<file path="src/hw/up_pkg.sv">
package up_pkg;

   localparam int DATA_W = 8;
   localparam int OP_W   = 4;

   // register block and pointer reset values
   localparam logic [DATA_W-1:0] REG_RST_0 = 8'h01;
   localparam logic [DATA_W-1:0] REG_RST_1 = 8'h02;
   localparam logic [DATA_W-1:0] REG_RST_2 = 8'h03;
   localparam logic [DATA_W-1:0] REG_RST_3 = 8'h04;
   localparam logic [DATA_W-1:0] PC_RST    = 8'h00;
   localparam logic [DATA_W-1:0] SP_RST    = 8'hFF;

   typedef enum logic [OP_W-1:0] {
      OP_ADD  = 4'h0, OP_SUB  = 4'h1, OP_MUL  = 4'h2, OP_DIV   = 4'h3,
      OP_NAND = 4'h4, OP_NOR  = 4'h5, OP_XOR  = 4'h6, OP_PASSB = 4'h7,
      OP_LD   = 4'h8, OP_ST   = 4'h9, OP_MOV2 = 4'hA, OP_MOV3  = 4'hB,
      OP_PUSH = 4'hC, OP_POP  = 4'hD, OP_JMP  = 4'hE, OP_HALT  = 4'hF
   } op_e;

   // low three opcode bits map straight onto these
   typedef enum logic [2:0] {
      ALU_ADD, ALU_SUB, ALU_MUL, ALU_DIV, ALU_NAND, ALU_NOR, ALU_XOR, ALU_PASSB
   } alu_op_e;

   typedef enum logic [1:0] {A_REG = 2'd0, A_PC = 2'd1, A_SP = 2'd2} a_sel_e;

   typedef enum logic [0:0] {B_REG = 1'b0, B_ONE = 1'b1} b_sel_e;

   typedef enum logic [1:0] {ADDR_PC = 2'd0, ADDR_R2 = 2'd1, ADDR_SP = 2'd2} addr_sel_e;

   typedef enum logic [0:0] {WR_ALU = 1'b0, WR_MEM = 1'b1} wr_sel_e;

   typedef enum logic [2:0] {
      ST_FETCH, ST_EXEC, ST_POP_RD, ST_INCR, ST_HALT
   } state_e;

   typedef struct packed {
      logic [OP_W-1:0] hi;
      logic [OP_W-1:0] lo;
   } nibbles_t;

   // one memory byte, seen as data or as two instructions
   typedef union packed {
      logic [DATA_W-1:0] data;
      nibbles_t          nib;
   } instr_byte_u;

endpackage

</file>
<file path="src/hw/up_ctrl_if.sv">
interface up_ctrl_if;

   // write strobes
   logic                ir_we;
   logic                pc_we;
   logic                sp_we;
   logic                rb_we;

   // register block selects
   logic [1:0]          rb_sel_out_a;
   logic [1:0]          rb_sel_out_b;
   logic [1:0]          rb_sel_in;
   up_pkg::wr_sel_e     wr_sel;

   // alu and address selects
   up_pkg::a_sel_e      a_sel;
   up_pkg::b_sel_e      b_sel;
   up_pkg::alu_op_e     alu_op;
   up_pkg::addr_sel_e   addr_sel;

   modport ctrl (
      output ir_we, pc_we, sp_we, rb_we,
      output rb_sel_out_a, rb_sel_out_b, rb_sel_in, wr_sel,
      output a_sel, b_sel, alu_op, addr_sel
   );

   modport dp (
      input ir_we, pc_we, sp_we, rb_we,
      input rb_sel_out_a, rb_sel_out_b, rb_sel_in, wr_sel,
      input a_sel, b_sel, alu_op, addr_sel
   );

endinterface

</file>
<file path="src/hw/up_alu.sv">
module up_alu (
   input  up_pkg::alu_op_e           op,
   input  up_pkg::a_sel_e            a_sel,
   input  up_pkg::b_sel_e            b_sel,
   input  logic [up_pkg::DATA_W-1:0] reg_a,
   input  logic [up_pkg::DATA_W-1:0] reg_b,
   input  logic [up_pkg::DATA_W-1:0] pc,
   input  logic [up_pkg::DATA_W-1:0] sp,
   output logic [up_pkg::DATA_W-1:0] result
);

   logic [up_pkg::DATA_W-1:0] opnd_a;
   logic [up_pkg::DATA_W-1:0] opnd_b;

   always_comb begin
      case (a_sel)
         up_pkg::A_PC: opnd_a = pc;
         up_pkg::A_SP: opnd_a = sp;
         default:      opnd_a = reg_a;
      endcase
   end

   assign opnd_b = (b_sel == up_pkg::B_ONE) ? up_pkg::DATA_W'(1) : reg_b;

   always_comb begin
      case (op)
         up_pkg::ALU_ADD:  result = opnd_a + opnd_b;
         up_pkg::ALU_SUB:  result = opnd_a - opnd_b;
         // low byte of the product only
         up_pkg::ALU_MUL:  result = opnd_a * opnd_b;
         up_pkg::ALU_DIV:  result = (opnd_b == '0) ? '1 : opnd_a / opnd_b;
         up_pkg::ALU_NAND: result = ~(opnd_a & opnd_b);
         up_pkg::ALU_NOR:  result = ~(opnd_a | opnd_b);
         up_pkg::ALU_XOR:  result = opnd_a ^ opnd_b;
         default:          result = opnd_b;
      endcase
   end

   // fourth a_sel code has no source
   always_comb begin
      assert (a_sel inside {up_pkg::A_REG, up_pkg::A_PC, up_pkg::A_SP})
         else $error("up_alu: unused a_sel encoding %0h", a_sel);
   end

endmodule

</file>
<file path="src/hw/up_control.sv">
module up_control (
   input  logic                    clk,
   input  logic                    nRst,
   input  logic [up_pkg::OP_W-1:0] ir,
   up_ctrl_if.ctrl                 ctrl,
   output logic                    mem_we,
   output logic                    halted
);

   up_pkg::state_e state;
   up_pkg::state_e state_next;
   up_pkg::op_e    op;

   assign op     = up_pkg::op_e'(ir);
   assign halted = (state == up_pkg::ST_HALT);

   always_ff @(posedge clk or negedge nRst) begin
      if (!nRst) begin
         state <= up_pkg::ST_FETCH;
      end else begin
         state <= state_next;
      end
   end

   always_comb begin
      state_next        = state;
      mem_we            = 1'b0;
      ctrl.ir_we        = 1'b0;
      ctrl.pc_we        = 1'b0;
      ctrl.sp_we        = 1'b0;
      ctrl.rb_we        = 1'b0;
      // port A stays on r0, which is also the store data
      ctrl.rb_sel_out_a = 2'd0;
      ctrl.rb_sel_out_b = 2'd1;
      ctrl.rb_sel_in    = 2'd0;
      ctrl.wr_sel       = up_pkg::WR_ALU;
      ctrl.a_sel        = up_pkg::A_REG;
      ctrl.b_sel        = up_pkg::B_REG;
      ctrl.alu_op       = up_pkg::ALU_ADD;
      ctrl.addr_sel     = up_pkg::ADDR_PC;

      case (state)
         up_pkg::ST_FETCH: begin
            ctrl.ir_we = 1'b1;
            state_next = up_pkg::ST_EXEC;
         end
         up_pkg::ST_EXEC: begin
            state_next = up_pkg::ST_INCR;
            case (op)
               up_pkg::OP_LD: begin
                  ctrl.addr_sel  = up_pkg::ADDR_R2;
                  ctrl.wr_sel    = up_pkg::WR_MEM;
                  ctrl.rb_sel_in = 2'd1;
                  ctrl.rb_we     = 1'b1;
               end
               up_pkg::OP_ST: begin
                  ctrl.addr_sel = up_pkg::ADDR_R2;
                  mem_we        = 1'b1;
               end
               up_pkg::OP_MOV2, up_pkg::OP_MOV3: begin
                  // r0 through port B, passed unchanged
                  ctrl.rb_sel_out_b = 2'd0;
                  ctrl.alu_op       = up_pkg::ALU_PASSB;
                  ctrl.rb_sel_in    = (op == up_pkg::OP_MOV2) ? 2'd2 : 2'd3;
                  ctrl.rb_we        = 1'b1;
               end
               up_pkg::OP_PUSH: begin
                  ctrl.addr_sel = up_pkg::ADDR_SP;
                  mem_we        = 1'b1;
                  ctrl.a_sel    = up_pkg::A_SP;
                  ctrl.b_sel    = up_pkg::B_ONE;
                  ctrl.alu_op   = up_pkg::ALU_SUB;
                  ctrl.sp_we    = 1'b1;
               end
               up_pkg::OP_POP: begin
                  ctrl.a_sel  = up_pkg::A_SP;
                  ctrl.b_sel  = up_pkg::B_ONE;
                  ctrl.sp_we  = 1'b1;
                  state_next  = up_pkg::ST_POP_RD;
               end
               up_pkg::OP_JMP: begin
                  ctrl.pc_we = 1'b1;
                  state_next = up_pkg::ST_FETCH;
               end
               up_pkg::OP_HALT: begin
                  state_next = up_pkg::ST_HALT;
               end
               default: begin
                  ctrl.alu_op = up_pkg::alu_op_e'(ir[2:0]);
                  ctrl.rb_we  = 1'b1;
               end
            endcase
         end
         up_pkg::ST_POP_RD: begin
            ctrl.addr_sel = up_pkg::ADDR_SP;
            ctrl.wr_sel   = up_pkg::WR_MEM;
            ctrl.rb_we    = 1'b1;
            state_next    = up_pkg::ST_INCR;
         end
         up_pkg::ST_INCR: begin
            ctrl.a_sel = up_pkg::A_PC;
            ctrl.b_sel = up_pkg::B_ONE;
            ctrl.pc_we = 1'b1;
            state_next = up_pkg::ST_FETCH;
         end
         up_pkg::ST_HALT: state_next = up_pkg::ST_HALT;
         default:         state_next = up_pkg::ST_FETCH;
      endcase
   end

   // stores come from ST or PUSH in EXEC only
   assert property (@(posedge clk) disable iff (!nRst)
      mem_we |-> state == up_pkg::ST_EXEC && op inside {up_pkg::OP_ST, up_pkg::OP_PUSH})
      else $error("up_control: mem_we outside a store");

endmodule

</file>
<file path="src/hw/up_cpu.sv">
module up_cpu (
   input  logic                      clk,
   input  logic                      nRst,
   input  logic [up_pkg::DATA_W-1:0] mem_rdata,
   output logic [up_pkg::DATA_W-1:0] mem_addr,
   output logic [up_pkg::DATA_W-1:0] mem_wdata,
   output logic                      mem_we,
   output logic                      halted
);

   logic [up_pkg::OP_W-1:0] ir;

   // strobes and selects, control to datapath
   up_ctrl_if ctrl_bus ();

   up_control i_up_control (
      .clk    (clk),
      .nRst   (nRst),
      .ir     (ir),
      .ctrl   (ctrl_bus),
      .mem_we (mem_we),
      .halted (halted)
   );

   up_datapath i_up_datapath (
      .clk       (clk),
      .nRst      (nRst),
      .ctrl      (ctrl_bus),
      .mem_rdata (mem_rdata),
      .mem_addr  (mem_addr),
      .mem_wdata (mem_wdata),
      .ir        (ir)
   );

endmodule

</file>
<file path="src/hw/up_datapath.sv">
module up_datapath (
   input  logic                      clk,
   input  logic                      nRst,
   up_ctrl_if.dp                     ctrl,
   input  logic [up_pkg::DATA_W-1:0] mem_rdata,
   output logic [up_pkg::DATA_W-1:0] mem_addr,
   output logic [up_pkg::DATA_W-1:0] mem_wdata,
   output logic [up_pkg::OP_W-1:0]   ir
);

   logic [up_pkg::DATA_W-1:0] pc;
   logic [up_pkg::DATA_W-1:0] sp;
   logic [up_pkg::DATA_W-1:0] pc_next;
   logic [up_pkg::DATA_W-1:0] alu_result;
   logic [up_pkg::DATA_W-1:0] rb_wdata;
   logic [up_pkg::DATA_W-1:0] rdata_a;
   logic [up_pkg::DATA_W-1:0] rdata_b;
   logic [up_pkg::DATA_W-1:0] r2;
   logic [up_pkg::DATA_W-1:0] r3;
   up_pkg::instr_byte_u       ibyte;

   assign ibyte.data = mem_rdata;

   assign rb_wdata = (ctrl.wr_sel == up_pkg::WR_MEM) ? mem_rdata : alu_result;

   // jump target bypasses the alu
   assign pc_next = (up_pkg::op_e'(ir) == up_pkg::OP_JMP) ? r3 : alu_result;

   always_comb begin
      case (ctrl.addr_sel)
         up_pkg::ADDR_R2: mem_addr = r2;
         up_pkg::ADDR_SP: mem_addr = sp;
         // two instructions per byte
         default:         mem_addr = {1'b0, pc[up_pkg::DATA_W-1:1]};
      endcase
   end

   assign mem_wdata = rdata_a;

   always_ff @(posedge clk or negedge nRst) begin
      if (!nRst) begin
         pc <= up_pkg::PC_RST;
         sp <= up_pkg::SP_RST;
         ir <= '0;
      end else begin
         if (ctrl.pc_we) begin
            pc <= pc_next;
         end
         if (ctrl.sp_we) begin
            sp <= alu_result;
         end
         if (ctrl.ir_we) begin
            ir <= pc[0] ? ibyte.nib.hi : ibyte.nib.lo;
         end
      end
   end

   up_alu i_up_alu (
      .op     (ctrl.alu_op),
      .a_sel  (ctrl.a_sel),
      .b_sel  (ctrl.b_sel),
      .reg_a  (rdata_a),
      .reg_b  (rdata_b),
      .pc     (pc),
      .sp     (sp),
      .result (alu_result)
   );

   up_reg_block i_up_reg_block (
      .clk       (clk),
      .nRst      (nRst),
      .we        (ctrl.rb_we),
      .sel_in    (ctrl.rb_sel_in),
      .sel_out_a (ctrl.rb_sel_out_a),
      .sel_out_b (ctrl.rb_sel_out_b),
      .wdata     (rb_wdata),
      .rdata_a   (rdata_a),
      .rdata_b   (rdata_b),
      .r2        (r2),
      .r3        (r3)
   );

   // one alu result cannot feed both pointers
   assert property (@(posedge clk) disable iff (!nRst) !(ctrl.pc_we && ctrl.sp_we))
      else $error("up_datapath: pc_we and sp_we high together");

endmodule

</file>
<file path="src/hw/up_reg_block.sv">
module up_reg_block (
   input  logic                      clk,
   input  logic                      nRst,
   input  logic                      we,
   input  logic [1:0]                sel_in,
   input  logic [1:0]                sel_out_a,
   input  logic [1:0]                sel_out_b,
   input  logic [up_pkg::DATA_W-1:0] wdata,
   output logic [up_pkg::DATA_W-1:0] rdata_a,
   output logic [up_pkg::DATA_W-1:0] rdata_b,
   output logic [up_pkg::DATA_W-1:0] r2,
   output logic [up_pkg::DATA_W-1:0] r3
);

   logic [up_pkg::DATA_W-1:0] regs [4];

   always_ff @(posedge clk or negedge nRst) begin
      if (!nRst) begin
         regs[0] <= up_pkg::REG_RST_0;
         regs[1] <= up_pkg::REG_RST_1;
         regs[2] <= up_pkg::REG_RST_2;
         regs[3] <= up_pkg::REG_RST_3;
      end else if (we) begin
         regs[sel_in] <= wdata;
      end
   end

   // two combinational read ports
   assign rdata_a = regs[sel_out_a];
   assign rdata_b = regs[sel_out_b];

   // r2 addresses LD/ST, r3 is the jump target
   assign r2 = regs[2];
   assign r3 = regs[3];

endmodule

</file>
<file path="config.mk">
export PLATFORM = sky130hd
export DESIGN_NAME = up_cpu
export DESIGN_NICKNAME = d
export VERILOG_FILES = /design/src/hw/up_pkg.sv /design/src/hw/up_ctrl_if.sv /design/src/hw/up_alu.sv /design/src/hw/up_control.sv /design/src/hw/up_cpu.sv /design/src/hw/up_datapath.sv /design/src/hw/up_reg_block.sv
export SDC_FILE = /design/constraint.sdc
export NUM_CORES = 1
export LEC_CHECK = 0
export ABC_AREA = 1
export BUFFER_PORTS_ARGS = -buffer_cell sky130_fd_sc_hd__buf_2
export CORE_AREA = 2 2 108 110
export DETAILED_ROUTE_END_ITERATION = 8
export DIE_AREA = 0 0 110 112
export MAX_ROUTING_LAYER = met4
export PLACE_DENSITY = 0.78
export SKIP_LAST_GASP = 1
export SLEW_MARGIN = 10
export SYNTH_ARGS = -nofsm -noshare
export SYNTH_HDL_FRONTEND = slang
export SYNTH_SLANG_ARGS = --single-unit
</file>
<file path="constraint.sdc">
create_clock -name clk -period 16 [get_ports clk]
set_clock_uncertainty 0.2 [all_clocks]
set_input_delay 3.2 -clock clk [delete_from_list [all_inputs] [get_ports clk]]
set_output_delay 3.2 -clock clk [all_outputs]
set_load 0.01 [all_outputs]
</file>
==> flow_metrics.py <==
metrics = {
    "outcome": {
        "run_status": "complete, no violations",
    },
    "logic_synthesis": {
        "synth_area_in_compound_gates_pct": 14.0,
        "synthesis.instances": 1009,
        "synth_top_family_by_area": "simple AND/OR/NAND/NOR gates",
        "synth_top_cell_area_share_pct": 16.4,
        "netlist-cell-type-count": 49,
        "synth_fp_nets": 1115,
        "yosys.area_share.adder_pct": 19.3,
        "ys_dominant_reg_cell": "dfrtp_1",
        "post_synth.cell_area_avg_um2": 6.66,
        "synth_top_cells_by_area": "nand2_1, dfrtp_1, ha_1",
        "synth-xor-area-share_pct": 3.26,
        "synthMuxAreaShare_pct": 0,
        "synth_seq_area_share_pct": 20.7,
        "ys_ff_latch": 55,
        "postSynth.asyncResetShare_pct": 100,
        "mappedNetlistArea_mm2": 0.00672,
        "synth-warning-count": 0,
        "synth-simple-area-share_pct": 31.4,
        "number_of_enable_type_register_cells_in_the_synthesized_netlist": 0,
        "synth.largest_area_cell": "nand2_1",
    },
    "sta": {
        "fin_tns_setup_ns": 0,
        "timing.final.max_slew_violations": 0,
        "hold-worst-slack_ns": 0.276,
        "worst_slew_pin_slew_ns": 0.917,
        "setup_viol": 0,
        "hold_viol_final": 0,
        "fmax_ghz": 0.0773,
        "slew_headroom_pct": 38.5,
        "final.min_clock_period_ns": 12.94,
        "rsz_0062_raised_after_global_routing": "no",
        "fin_ws_ns": 3.06,
        "final.period_utilization_pct": 80.9,
    },
    "final_layout": {
        "fillerInstances": 1100,
        "num_antenna_cells": 0,
        "drive_gt1_share_pct": 9.59,
        "area.growth.synth_to_final_pct": 5.40,
        "layout_common_cells": "nand2_1, inv_1, ha_1",
        "final_nets": 1127,
        "mostFrequentLayoutCell": "nand2_1",
    },
    "worst_setup_path": {
        "arrival_ns": 12.97,
        "crit_path_max_incr_delay_ns": 0.41,
        "crit_path_end_kind": "register",
        "worstSetupPathType": "reg2reg",
        "worst-endpoint-required_ns": 16.04,
        "timing.reg2reg.worst_path_depth": 90,
        "worst_setup_path_startpoint": "i_up_control.state[2]$_DFF_PN0_",
        "worst-r2r-setup-slack_ns": 3.06,
        "cp-endpoint": "i_up_datapath.i_up_reg_block.r2[0]$_DFFE_PN1P_",
        "cp_common_cell": "nand2_1",
        "critical_path.slowest_cell": "dfrtp_1",
        "worst_r2r_startpoint": "i_up_control.state[2]$_DFF_PN0_",
        "crit_fanout": 18,
        "worstSetupStartpointType": "register",
        "worstReg2RegEnd": "i_up_datapath.i_up_reg_block.r2[0]$_DFFE_PN1P_",
    },
    "grt": {
        "grt_remaining_overflow": 0,
        "first_global_vias": 6369,
        "grt_pass1_wl_mm": 31.0,
        "grt_start_max_net_pins": 56,
        "number_of_antenna_violations_at_the_first_check_in_global_routing": 0,
        "grtUsageTotal_pct": 33.0,
    },
    "placement": {
        "place.detailed.hpwl_mm": 14.5,
        "dp_slack_ns": 3.33,
        "gp_congestion": 0.957,
        "buffer_ports.inserted": 27,
    },
    "clock_network": {
        "bufs_on_longest_clock_path": 2,
        "post-cts-setup-buffer-count": 0,
        "cts.sink_count": 55,
        "clk_pin_slew_worst_paths_ns": 0.07,
        "cts_hold_buffers": 0,
        "clock-root-buffer": "clkbuf_16",
        "cts_inserted_buffers": 5,
        "cts.repair.resized": 0,
        "worstSkewPairLatency_ns": 0.30,
        "cts_tree": "done",
        "ctsHtreeMaxLevel": 2,
    },
    "die": {
        "core-area_mm2": 0.0112,
        "die-width_um": 110,
        "start_util_pct": 60.1,
        "num_io_pins": 28,
        "floorplan.rows": 39,
        "die_area_mm2": 0.0123,
        "die_height_um": 112,
    },
    "drt": {
        "post-route-drc-count": 0,
        "post_drt_wl_per_cell_um": 16.1,
        "wirelength_mm": 18.8,
        "route.detailed.vias_per_inst": 5.69,
        "drt_first_pass_iters": 5,
        "wl_met2_mm": 8.62,
        "routed-via-count": 6629,
        "routedLengthMet1_mm": 7.95,
        "dr.max_layer_used": "met4",
        "drt_iter0_drc": 412,
        "drtAntennaViolNets": 0,
        "dr_wl_met3_mm": 1.33,
    },
    "job": {
        "total_of_max_cap_violations": 0,
    },
    "worst_hold_path": {
        "min-delay-path-class": "reg2reg",
    },
}
[cell usage after synthesis, drive strengths merged (3+ instances only)]
| master | n |
|---|---|
| clkbuf | 10 |
| fa | 13 |
| o22ai | 6 |
| o211ai | 6 |
| nand4 | 5 |
| xnor2 | 6 |
| o2111ai | 3 |
| a21oi | 34 |
| a22oi | 7 |
| nand3 | 70 |
| buf | 15 |
| dfrtp | 42 |
| or2 | 11 |
| nand3b | 7 |
| o21bai | 7 |
| inv | 162 |
| and2 | 4 |
| nor3 | 10 |
| nand2 | 298 |
| xor2 | 19 |
| o21ai | 88 |
| dfstp | 13 |
| ha | 83 |
| nor2 | 76 |
[layout make-up]
| cell class | instances | area, um^2 | area share (%) |
|---|---|---|---|
| clock buffer | 6 | 139 | 1.96 |
| inverter | 162 | 608 | 8.59 |
| sequential | 55 | 1390 | 19.7 |
| timing repair buffer | 30 | 158 | 2.23 |
| tap | 143 | 179 | 2.53 |
| multi-input combinational | 767 | 4570 | 64.5 |
| clock inverter | 2 | 35.0 | 0.495 |
[flip-flops by register name, summed over array words and instances, names as in the netlist]
register / cells
i_up_datapath.ir: 4
i_up_datapath.i_up_reg_block.r2: 8
i_up_datapath.pc: 8
i_up_control.state: 3
i_up_datapath.i_up_reg_block.r3: 8
i_up_datapath.sp: 8
i_up_datapath.i_up_reg_block.regs: 16
[worst min-delay path by stage]
stage | from | endpoint | slack (ns) | cells after the start
2_1_floorplan | i_up_datapath.i_up_reg_block.r3[0]$_DFFE_PN0P_ | i_up_datapath.i_up_reg_block.r3[0]$_DFFE_PN0P_ | 0.24 | 2
3_3_place_gp | i_up_datapath.i_up_reg_block.r3[2]$_DFFE_PN1P_ | i_up_datapath.i_up_reg_block.r3[2]$_DFFE_PN1P_ | 0.26 | 2
3_5_place_dp | i_up_datapath.i_up_reg_block.r3[1]$_DFFE_PN0P_ | i_up_datapath.i_up_reg_block.r3[1]$_DFFE_PN0P_ | 0.26 | 2
4_1_cts | i_up_datapath.i_up_reg_block.r2[0]$_DFFE_PN1P_ | i_up_datapath.i_up_reg_block.r2[0]$_DFFE_PN1P_ | 0.27 | 2
5_1_grt | i_up_datapath.i_up_reg_block.r3[6]$_DFFE_PN0P_ | i_up_datapath.i_up_reg_block.r3[6]$_DFFE_PN0P_ | 0.29 | 2
6_report | i_up_datapath.i_up_reg_block.r2[0]$_DFFE_PN1P_ | i_up_datapath.i_up_reg_block.r2[0]$_DFFE_PN1P_ | 0.28 | 2
[worst max-delay path, delay by kind of cell (launching register included)]
family,cells,cell delay [ns]
and+or+nand+nor,47,4.58
DFF,1,0.41
adders and majority gates,9,2.91
AOI/OAI and AO/OA,24,3.62
buffers and inverters,10,1.14
[through the flow]
stage | util [%] | cell area [um^2] | instances
2_1_floorplan | - | 6720 | 1009
6_report | 63.4 | 7080 | 1165
5_1_grt | 63.4 | 7080 | 1165
3_5_place_dp | 61.8 | 6910 | 1157
4_1_cts | 63.4 | 7080 | 1165
3_3_place_gp | 61.8 | 6910 | 1157
[routing by layer]
| metal | vias to the layer above | global-route usage [%] |
|---|---|---|
| li1 | 3273 | - |
| met1 | 3019 | 41.6 |
| met2 | 274 | 51.5 |
| met3 | 63 | 4.16 |
| met4 | 0 | 16.5 |
| met5 | - | - |
[kinds of logic (layout without fill, tap and decap cells)]
kind of cell    after synthesis  count (layout)
compound gates              162             162
xor+xnor                     25              25
fa+ha+maj                    96              96
buf+inv                     187             200
flops                        55              55
simple gates                484             484
Power is not shown: default switching activity piles up to over one toggle a cycle in this logic, so the estimate is an artifact.
